===== config.mk =====
export PLATFORM = sky130hd
export DESIGN_NAME = controlUnit
export DESIGN_NICKNAME = d
export VERILOG_FILES = /design/src/source/controlPkg.sv /design/src/source/instructionDecoder.sv /design/src/source/interruptArbiter.sv /design/src/source/controlSequencer.sv /design/src/source/controlUnit.sv
export SDC_FILE = /design/constraint.sdc
export NUM_CORES = 1
export LEC_CHECK = 0
export BUFFER_PORTS_ARGS = -buffer_cell sky130_fd_sc_hd__clkbuf_2
export CAP_MARGIN = 40
export CORE_ASPECT_RATIO = 1.1
export CORE_MARGIN = 5
export CORE_UTILIZATION = 41
export DETAILED_ROUTE_END_ITERATION = 10
export PLACE_DENSITY_LB_ADDON = 0.08
export SLEW_MARGIN = 20
export SYNTH_ARGS = -nofsm -noshare
export SYNTH_HDL_FRONTEND = slang
export SYNTH_HIERARCHICAL = 1
export SYNTH_SLANG_ARGS = --single-unit

===== constraint.sdc =====
create_clock -name clk -period 1.8 [get_ports clk]
set_input_delay 0.09 -clock clk [delete_from_list [all_inputs] [get_ports clk]]
set_output_delay 0.09 -clock clk [all_outputs]
set_load 0.01 [all_outputs]

===== src/source/controlPkg.sv =====
`default_nettype none

package controlPkg;

    //**************************************************************************
    // widths
    parameter int INSTR_WIDTH    = 16;
    parameter int VECTOR_WIDTH   = 16;
    parameter int NUM_INTERRUPTS = 4;

    // opcode nibble, instr[3:0]
    parameter logic [3:0] OP_ALU_IMM_FIRST = 4'b0001;
    parameter logic [3:0] OP_ALU_IMM_LAST  = 4'b0111;
    parameter logic [3:0] OP_IO_IN         = 4'b1000;
    parameter logic [3:0] OP_IO_OUT        = 4'b1001;
    parameter logic [3:0] OP_REG_REG       = 4'b1010;
    parameter logic [3:0] OP_BRANCH        = 4'b1110;
    parameter logic [3:0] OP_EXTENDED      = 4'b1111;

    // sub-opcode nibble, instr[7:4]
    parameter logic [3:0] REG_REG_LAST     = 4'h9;
    parameter logic [3:0] EXT_JUMP_REG     = 4'h1;  // absolute branch through register
    parameter logic [3:0] EXT_LONG_JUMP    = 4'h2;  // address in following word
    parameter logic [3:0] EXT_SINGLE_FIRST = 4'hA;  // single-register ALU ops start here

    parameter logic [3:0] ALU_PASS_B        = 4'h1;  // LDI and MOV, no flag update
    parameter logic [3:0] STACK_POINTER_REG = 4'b1110;

    parameter logic [INSTR_WIDTH-1:0] NOP_WORD  = '0;
    parameter logic [INSTR_WIDTH-1:0] HALT_WORD = '1;

    //**************************************************************************
    // enums
    typedef enum logic [2:0] {
        part1,
        part2,          // second cycle of IN
        jumpTarget,     // fetch long jump target word
        interruptPush,  // push pc high and vector
        start           // post-reset wait
    } ctrlState_t;

    typedef enum logic [2:0] {
        aluImm, aluReg, ioAccess, branch, longJump, nop, halt, illegal
    } instrClass_t;

    typedef enum logic [2:0] {
        pcOut           = 3'd0,
        pcPlusOne       = 3'd1,
        interruptVector = 3'd2,
        instructionWord = 3'd3,
        absoluteTarget  = 3'd4,
        relativeTarget  = 3'd6
    } iMemAddrSel_t;

    typedef enum logic [2:0] {
        aluOut = 3'd0,
        pcHigh = 3'd3,
        pcLow  = 3'd4
    } dMemDataSel_t;

    typedef enum logic [1:0] {
        regFileOutB, immediate4, immediate8
    } aluSrcBSel_t;

    //**************************************************************************
    // structs
    typedef struct packed {
        logic carry;
        logic zero;
        logic negative;
    } statusFlags_t;

    typedef struct packed {
        logic         regFileSrc;          // 0 alu, 1 data memory
        logic [3:0]   regFileOutBSelect;
        logic         regFileWriteEnable;
        logic         regFileAdd;
        logic [1:0]   regFileConstSrc;
        logic         aluSrcASelect;
        aluSrcBSel_t  aluSrcBSelect;
        logic [3:0]   aluMode;
        dMemDataSel_t dMemDataSelect;
        logic [1:0]   dMemIOAddressSelect;
        logic         dMemIOWriteEn;
        logic         dMemIOReadEn;
        logic [1:0]   statusRegSrcSelect;
        logic         flagEnable;
        iMemAddrSel_t iMemAddrSelect;
        logic         iMemReadEnable;
        logic         pcWriteEn;
    } controlWord_t;

    typedef struct packed {
        instrClass_t instrClass;
        logic        condition;       // branch condition met
        logic        isOut;
        logic [3:0]  aluMode;
        logic        flagWrite;
        logic [3:0]  regSelect;
        logic        branchAbsolute;
    } decodedInstr_t;

endpackage

`default_nettype wire


===== src/source/instructionDecoder.sv =====
`timescale 1ns/1ps
`default_nettype none

module instructionDecoder (
    input  logic [controlPkg::INSTR_WIDTH-1:0] instr,
    input  controlPkg::statusFlags_t           flags,
    output controlPkg::decodedInstr_t          decoded,
    output logic                               uninterruptible
);

    logic [3:0] opcode;
    logic [3:0] subcode;
    logic [3:0] aluMode;
    logic       isAluImm;
    logic       isIo;
    logic       isRegReg;
    logic       isSingleReg;
    logic       isBranch;
    logic       isJumpReg;
    logic       isLongJump;
    logic       conditionMet;

    assign opcode  = instr[3:0];
    assign subcode = instr[7:4];

    //**************************************************************************
    // format detection
    assign isAluImm    = opcode >= controlPkg::OP_ALU_IMM_FIRST
                         && opcode <= controlPkg::OP_ALU_IMM_LAST;
    assign isIo        = opcode == controlPkg::OP_IO_IN || opcode == controlPkg::OP_IO_OUT;
    assign isRegReg    = opcode == controlPkg::OP_REG_REG && subcode != 4'h0
                         && subcode <= controlPkg::REG_REG_LAST;
    assign isSingleReg = opcode == controlPkg::OP_EXTENDED
                         && subcode >= controlPkg::EXT_SINGLE_FIRST
                         && instr[11:8] == 4'h0;
    assign isBranch    = opcode == controlPkg::OP_BRANCH;
    assign isJumpReg   = opcode == controlPkg::OP_EXTENDED
                         && subcode == controlPkg::EXT_JUMP_REG && !instr[8] && !instr[12];
    assign isLongJump  = opcode == controlPkg::OP_EXTENDED
                         && subcode == controlPkg::EXT_LONG_JUMP && instr[12:8] == 5'd0;

    // condition field in the top three bits
    always_comb begin
        case (instr[15:13])
            3'b001:  conditionMet = flags.carry;
            3'b010:  conditionMet = !flags.carry;
            3'b011:  conditionMet = flags.zero;
            3'b100:  conditionMet = !flags.zero;
            3'b101:  conditionMet = flags.negative;
            3'b110:  conditionMet = !flags.negative;
            default: conditionMet = 1'b1;  // 000 and 111 always
        endcase
    end

    // immediate form carries its mode in the opcode
    assign aluMode = isAluImm ? {1'b0, instr[2:0]} : subcode;

    always_comb begin
        if (instr == controlPkg::HALT_WORD) begin
            decoded.instrClass = controlPkg::halt;
        end else if (instr == controlPkg::NOP_WORD) begin
            decoded.instrClass = controlPkg::nop;
        end else if (isAluImm) begin
            decoded.instrClass = controlPkg::aluImm;
        end else if (isIo) begin
            decoded.instrClass = controlPkg::ioAccess;
        end else if (isRegReg || isSingleReg) begin
            decoded.instrClass = controlPkg::aluReg;
        end else if (isBranch || isJumpReg) begin
            decoded.instrClass = controlPkg::branch;
        end else if (isLongJump) begin
            decoded.instrClass = controlPkg::longJump;
        end else begin
            decoded.instrClass = controlPkg::illegal;
        end
        decoded.condition      = conditionMet;
        decoded.isOut          = instr[0];
        decoded.aluMode        = aluMode;
        decoded.flagWrite      = aluMode != controlPkg::ALU_PASS_B;  // LDI, MOV keep flags
        decoded.regSelect      = instr[11:8];
        decoded.branchAbsolute = instr[0];                  // register jump has bit 0 set
    end

    assign uninterruptible = decoded.instrClass == controlPkg::halt;

endmodule

`default_nettype wire


===== src/source/interruptArbiter.sv =====
`timescale 1ns/1ps
`default_nettype none

module interruptArbiter #(
    parameter int vectorBase   = 20,
    parameter int vectorStride = 10
) (
    input  logic                                  clk,
    input  logic                                  reset,
    input  logic [controlPkg::NUM_INTERRUPTS-1:0] interruptLines,
    input  logic                                  interruptAck,
    output logic                                  interruptPending,
    output logic [controlPkg::VECTOR_WIDTH-1:0]   interruptVector,
    output logic [controlPkg::NUM_INTERRUPTS-1:0] interruptClear
);

    localparam int selWidth = $clog2(controlPkg::NUM_INTERRUPTS);

    logic [selWidth-1:0] selected;
    logic                clearArmed;

    // lowest index wins
    always_comb begin
        selected = '0;
        for (int i = controlPkg::NUM_INTERRUPTS - 1; i >= 0; i--) begin
            if (interruptLines[i]) begin
                selected = i[selWidth-1:0];
            end
        end
    end

    assign interruptPending = |interruptLines;

    assign interruptVector = interruptPending
        ? controlPkg::VECTOR_WIDTH'(vectorBase + vectorStride * int'(selected))
        : '0;

    // held off until the first cycle out of reset
    always_ff @(posedge clk) begin
        if (reset) begin
            clearArmed <= 1'b0;
        end else begin
            clearArmed <= 1'b1;
        end
    end

    assign interruptClear = (interruptAck && clearArmed && interruptPending)
        ? controlPkg::NUM_INTERRUPTS'(1) << selected
        : '0;

endmodule

`default_nettype wire


===== src/source/controlSequencer.sv =====
`timescale 1ns/1ps
`default_nettype none

module controlSequencer #(
    parameter int startDelay = 40
) (
    input  logic                      clk,
    input  logic                      reset,
    input  controlPkg::decodedInstr_t decoded,
    input  logic                      uninterruptible,
    input  logic                      interruptEnable,
    input  logic                      interruptPending,
    output controlPkg::controlWord_t  control,
    output logic                      interruptAck,
    output logic                      resetOut
);

    localparam int countWidth = $clog2(startDelay + 2);

    controlPkg::ctrlState_t state;
    controlPkg::ctrlState_t nextState;
    logic [countWidth-1:0]  startCount;
    logic                   startDone;
    logic                   takeInterrupt;
    logic                   advance;

    //**************************************************************************
    // state and start counter
    always_ff @(posedge clk) begin
        if (reset) begin
            state      <= controlPkg::start;
            startCount <= '0;
        end else begin
            state <= nextState;
            if (state == controlPkg::start) begin
                startCount <= startCount + 1'b1;
            end else begin
                startCount <= '0;
            end
        end
    end

    assign startDone     = startCount == countWidth'(startDelay);
    assign takeInterrupt = state == controlPkg::part1 && interruptEnable
                           && interruptPending && !uninterruptible;
    assign interruptAck  = state == controlPkg::interruptPush;
    assign resetOut      = state == controlPkg::start;

    //**************************************************************************
    // control word
    always_comb begin
        control                   = '0;
        control.regFileOutBSelect = decoded.regSelect;
        control.aluSrcBSelect     = controlPkg::regFileOutB;
        control.dMemDataSelect    = controlPkg::aluOut;
        control.iMemAddrSelect    = controlPkg::pcOut;
        nextState                 = controlPkg::part1;
        advance                   = 1'b0;

        case (state)
            controlPkg::part1: begin
                if (takeInterrupt) begin
                    control.regFileOutBSelect  = controlPkg::STACK_POINTER_REG;
                    control.regFileAdd         = 1'b1;
                    control.regFileConstSrc    = 2'b01;   // sp - 1
                    control.dMemDataSelect     = controlPkg::pcLow;
                    control.dMemIOWriteEn      = 1'b1;
                    control.statusRegSrcSelect = 2'b11;   // mask interrupts
                    control.flagEnable         = 1'b1;
                    control.iMemAddrSelect     = controlPkg::interruptVector;
                    nextState                  = controlPkg::interruptPush;
                end else begin
                    case (decoded.instrClass)
                        controlPkg::aluImm: begin
                            control.regFileWriteEnable = 1'b1;
                            control.aluSrcBSelect      = controlPkg::immediate8;
                            control.aluMode            = decoded.aluMode;
                            control.flagEnable         = decoded.flagWrite;
                            advance                    = 1'b1;
                        end
                        controlPkg::aluReg: begin
                            control.regFileWriteEnable = 1'b1;
                            control.aluMode            = decoded.aluMode;
                            control.flagEnable         = decoded.flagWrite;
                            advance                    = 1'b1;
                        end
                        controlPkg::ioAccess: begin
                            control.regFileSrc          = 1'b1;
                            control.dMemIOAddressSelect = 2'b01;  // port from instr[11:4]
                            control.dMemIOWriteEn       = decoded.isOut;
                            control.dMemIOReadEn        = !decoded.isOut;
                            advance                     = decoded.isOut;
                            nextState = decoded.isOut ? controlPkg::part1 : controlPkg::part2;
                        end
                        controlPkg::branch: begin
                            if (decoded.condition) begin
                                control.iMemAddrSelect = decoded.branchAbsolute
                                    ? controlPkg::absoluteTarget
                                    : controlPkg::relativeTarget;
                            end
                            advance = 1'b1;
                        end
                        controlPkg::longJump: begin
                            // taken: step onto the target word first
                            control.iMemAddrSelect = decoded.condition
                                ? controlPkg::pcOut
                                : controlPkg::pcPlusOne;
                            advance   = 1'b1;
                            nextState = decoded.condition
                                ? controlPkg::jumpTarget
                                : controlPkg::part1;
                        end
                        controlPkg::halt: begin
                            advance = 1'b0;                  // fetch stalls here
                        end
                        default: begin
                            advance = 1'b1;                  // nop and unknown words
                        end
                    endcase
                end
            end
            controlPkg::part2: begin
                control.regFileSrc          = 1'b1;
                control.regFileWriteEnable  = 1'b1;          // IN data lands now
                control.dMemIOAddressSelect = 2'b01;
                advance                     = 1'b1;
            end
            controlPkg::jumpTarget: begin
                control.iMemAddrSelect = controlPkg::instructionWord;
                advance                = 1'b1;
            end
            controlPkg::interruptPush: begin
                control.regFileOutBSelect  = controlPkg::STACK_POINTER_REG;
                control.regFileAdd         = 1'b1;
                control.regFileConstSrc    = 2'b01;
                control.dMemDataSelect     = controlPkg::pcHigh;
                control.dMemIOWriteEn      = 1'b1;
                control.statusRegSrcSelect = 2'b11;
                control.flagEnable         = 1'b1;
                control.iMemAddrSelect     = controlPkg::interruptVector;
                advance                    = 1'b1;
            end
            controlPkg::start: begin
                control.statusRegSrcSelect = 2'b11;          // come up masked
                control.flagEnable         = 1'b1;
                control.iMemReadEnable     = 1'b1;
                advance                    = startDone;
                nextState = startDone ? controlPkg::part1 : controlPkg::start;
            end
            default: begin
                nextState = controlPkg::part1;
            end
        endcase

        control.pcWriteEn = advance;
        if (advance) begin
            control.iMemReadEnable = 1'b1;
        end
    end

endmodule

`default_nettype wire


===== src/source/controlUnit.sv =====
`timescale 1ns/1ps
`default_nettype none

module controlUnit #(
    parameter int startDelay   = 40,
    parameter int vectorBase   = 20,
    parameter int vectorStride = 10
) (
    input  logic                                  clk,
    input  logic                                  reset,
    input  logic [controlPkg::INSTR_WIDTH-1:0]    iMemOut,
    input  controlPkg::statusFlags_t              flags,
    input  logic                                  interruptEnable,
    input  logic [controlPkg::NUM_INTERRUPTS-1:0] interruptLines,
    output controlPkg::controlWord_t              control,
    output logic [controlPkg::VECTOR_WIDTH-1:0]   interruptVector,
    output logic [controlPkg::NUM_INTERRUPTS-1:0] interruptClear,
    output logic                                  resetOut
);

    controlPkg::decodedInstr_t decoded;
    logic                      uninterruptible;
    logic                      interruptPending;
    logic                      interruptAck;

    instructionDecoder decoder (
        .instr           (iMemOut),
        .flags           (flags),
        .decoded         (decoded),
        .uninterruptible (uninterruptible)
    );

    interruptArbiter #(
        .vectorBase   (vectorBase),
        .vectorStride (vectorStride)
    ) arbiter (
        .clk              (clk),
        .reset            (reset),
        .interruptLines   (interruptLines),
        .interruptAck     (interruptAck),
        .interruptPending (interruptPending),
        .interruptVector  (interruptVector),
        .interruptClear   (interruptClear)
    );

    controlSequencer #(
        .startDelay (startDelay)
    ) sequencer (
        .clk              (clk),
        .reset            (reset),
        .decoded          (decoded),
        .uninterruptible  (uninterruptible),
        .interruptEnable  (interruptEnable),
        .interruptPending (interruptPending),
        .control          (control),
        .interruptAck     (interruptAck),
        .resetOut         (resetOut)
    );

endmodule

`default_nettype wire


==> impl_metrics.tcl <==
set metrics [dict create \
    areaGrowthSynthToFinish_pct 59.3 \
    cp.arrival_ns 1.73 \
    grt_setup_unrepaired "true" \
    wl_met1_mm 1.70 \
    critPathKind "flop to output pin" \
    core.rowCount 22 \
    drt_first_pass_iters 4 \
    route.met2.wl_mm 2.16 \
    ys_async_sr_fraction 0 \
    overflow 0 \
    synth.avg_cell_area_sq_um 6.97 \
    tritoncts "done" \
    io_pins 78 \
    synth_flop_cell "sky130_fd_sc_hd__dfxtp_1" \
    post-place-ws_ns -0.213 \
    worstSkewPairLatency_ns 0.27 \
    antenna_violations_before_repair 0 \
    ant_nets 0 \
    hold_violations 0 \
    grt_start_max_net_pins 15 \
    final_period_utilization 1.01 \
    syn_area_sq_um 1420 \
    setup_viol_count_final 5 \
    fp.coreArea_sq_um 3330 \
    clock_sinks 10 \
    highest_layer "met4" \
    failed_checks "negative setup slack" \
    synth_edf_count 0 \
    area_enclosed_by_the_die_boundary_sq_um 4750 \
    critPathLaunchType "flop" \
    worst_setup_hold_path_clk_slew_ns 0.07 \
    met3_length_um 237 \
    layout_setup_ws_ns -0.0177 \
    floorplan.die.width_um 66.1 \
    syn-instance-count 204 \
    max-cap-violations 0 \
    post-route-min-period_ns 1.82 \
    holdPathStages 2 \
    antenna-diode-count 0 \
    detail_route.vias_per_cell 4.88 \
    synth.yosys.warnings 6 \
    die_h_um 71.8 \
    class_of_the_most_critical_hold_timing_path "input pin to flop" \
    grtUsageTotal 0.174 \
    routedWlPerCell_um 12.2 \
    sort_of_element_at_the_end_of_the_critical_path "output pin" \
    worst_ir_drop_vdd_mv 0.223 \
    power.total_w 0.000757 \
    distinct_cells_synth 43 \
    synth-seq-cells 10 \
    dp_hpwl_mm 3.40 \
    via_count 1678 \
    htreeDepth 1 \
    drc 0 \
    holdWs_ns 0.0260 \
    final_util 0.680 \
    wl_mm 4.19 \
    timing.hold.worst.start "reset" \
    top_achievable_clock_speed_ghz 0.550 \
    worstRegToRegCells 4 \
    initial_core_util 0.427 \
    fin_worst_skew_ns 0.00466 \
    cts_inserted_buffers 3 \
    status "finished, violations left" \
    finalWeightedCongestion 0.831 \
    post_route_cells_drive_above_1_share 0.514 \
    grt_pass1_vias 1605 \
    setup-tns-final_ns -0.0590 \
    cts_root_buf "sky130_fd_sc_hd__clkbuf_4" \
    grt_pass1_wl_mm 6.74 \
    fillCellCount 311 \
    r2r_start "sequencer/state[1]" \
    worstPathRequired_ns 1.71 \
    cts_buffer_depth 2 \
    drv_slew 0 \
    worstSetupStartpoint "sequencer/state[1]" \
    seq_area_frac_synth 0.141 \
    portbufs 62 \
    cellLeakagePower_nw 1.05 \
    drt_iter0_drc 62 \
    crit_path_max_fanout 4 \
    power_density_nw_per_um2 334 \
    layout.nets 330 \
]
[metal layers]
| layer | vias up | GRT usage |
|---|---|---|
| met5 | - | 0 |
| met1 | 751 | 0.202 |
| met3 | 8 | 0.0329 |
| li1 | 861 | - |
| met2 | 58 | 0.300 |
| met4 | 0 | 0.0880 |
[cell type report]
type                            instances  area [sq um]  share of cell area
Timing Repair Buffer                  109           761               0.336
Tap cell                               48          60.1              0.0265
Sequential cell                        10           205              0.0906
Clock buffer                            4          36.3              0.0160
Inverter                               10          37.5              0.0166
Multi-Input combinational cell        163          1160               0.514
[Yosys cell counts, types with 4 or more instances]
cell	instances	area, sq um
sky130_fd_sc_hd__inv_1	10	37.5
sky130_fd_sc_hd__buf_4	28	210
sky130_fd_sc_hd__ha_1	7	87.6
sky130_fd_sc_hd__nor2b_1	4	25.0
sky130_fd_sc_hd__nand2b_1	4	25.0
sky130_fd_sc_hd__nand4_1	4	25.0
sky130_fd_sc_hd__o21bai_1	5	37.5
sky130_fd_sc_hd__a21oi_1	6	30.0
sky130_fd_sc_hd__nor3_1	5	25.0
sky130_fd_sc_hd__and2_1	5	31.3
sky130_fd_sc_hd__dfxtp_1	10	200
sky130_fd_sc_hd__o21ai_0	11	55.1
sky130_fd_sc_hd__nor2_1	28	105
sky130_fd_sc_hd__o21a_1	5	37.5
sky130_fd_sc_hd__nand2_1	13	48.8
sky130_fd_sc_hd__nand3_1	10	50.1
[through the flow]
step                      cell area, sq um  std cells
final                                 2260        344
after detailed placement              1900        334
after CTS                             2050        341
after global routing                  2260        344
after floorplan                       1480        217
after global placement                1900        334
[layout by cell type, fill, tap and decap left out, types with 5 or more instances in the layout]
master / netlist / routed
sky130_fd_sc_hd__buf_2: 2 / 13
sky130_fd_sc_hd__buf_4: 28 / 42
sky130_fd_sc_hd__buf_6: 2 / 16
sky130_fd_sc_hd__clkbuf_2: 0 / 37
sky130_fd_sc_hd__conb_1: 2 / 15
sky130_fd_sc_hd__dfxtp_1: 10 / 8
sky130_fd_sc_hd__ha_1: 7 / 7
sky130_fd_sc_hd__inv_1: 10 / 10
sky130_fd_sc_hd__nand2_1: 13 / 12
sky130_fd_sc_hd__nand3_1: 10 / 9
sky130_fd_sc_hd__nor2_1: 28 / 24
sky130_fd_sc_hd__o21a_1: 5 / 5
sky130_fd_sc_hd__o21ai_0: 11 / 8
sky130_fd_sc_hd__o21bai_1: 5 / 5
[worst max-delay path: stages (launching register included)]
cell                       delay, ns
sky130_fd_sc_hd__dfxtp_4        0.36
sky130_fd_sc_hd__buf_4          0.13
sky130_fd_sc_hd__or2_2          0.29
sky130_fd_sc_hd__o21a_1         0.21
sky130_fd_sc_hd__buf_4          0.15
sky130_fd_sc_hd__o21ai_1        0.15
sky130_fd_sc_hd__clkbuf_2       0.16
[worst paths after layout]
check	endpoint	slack [ns]
max	control[7]	-0.02
min	arbiter/clearArmed	0.03
max reg2reg	sequencer/state[0]	0.47
min reg2reg	sequencer/startCount[5]	0.49
[registers in the layout (all words and copies together), names as in the netlist]
register              flops
sequencer/startCount      6
sequencer/state           3
arbiter/clearArmed        1
[kinds of logic after synthesis]
group | count (synthesis) | share of synthesized area
AND/OR/NAND/NOR | 94 | 0.364
buffers and inverters | 44 | 0.202
AO/OA/AOI/OAI | 42 | 0.192
flip-flops | 10 | 0.141
adder cells (fa/ha/maj) | 7 | 0.0616
XOR/XNOR | 3 | 0.0185
other | 2 | 0.00528
multiplexers | 2 | 0.0158
[power breakdown]
part	total (W)	internal [W]	switching (W)
clock network	0.000206	0.000123	0.0000832
logic	0.000315	0.000157	0.000159
registers	0.000236	0.000227	0.00000876
[repair_timing]
action	4_1_cts	5_1_grt
gates resized for setup	24	65
pin swaps	11	18
endpoints found under the setup margin	15	24
buffers inserted	3	3
hold buffers	0	0
Note: power is estimated with default switching activity, not from simulation.
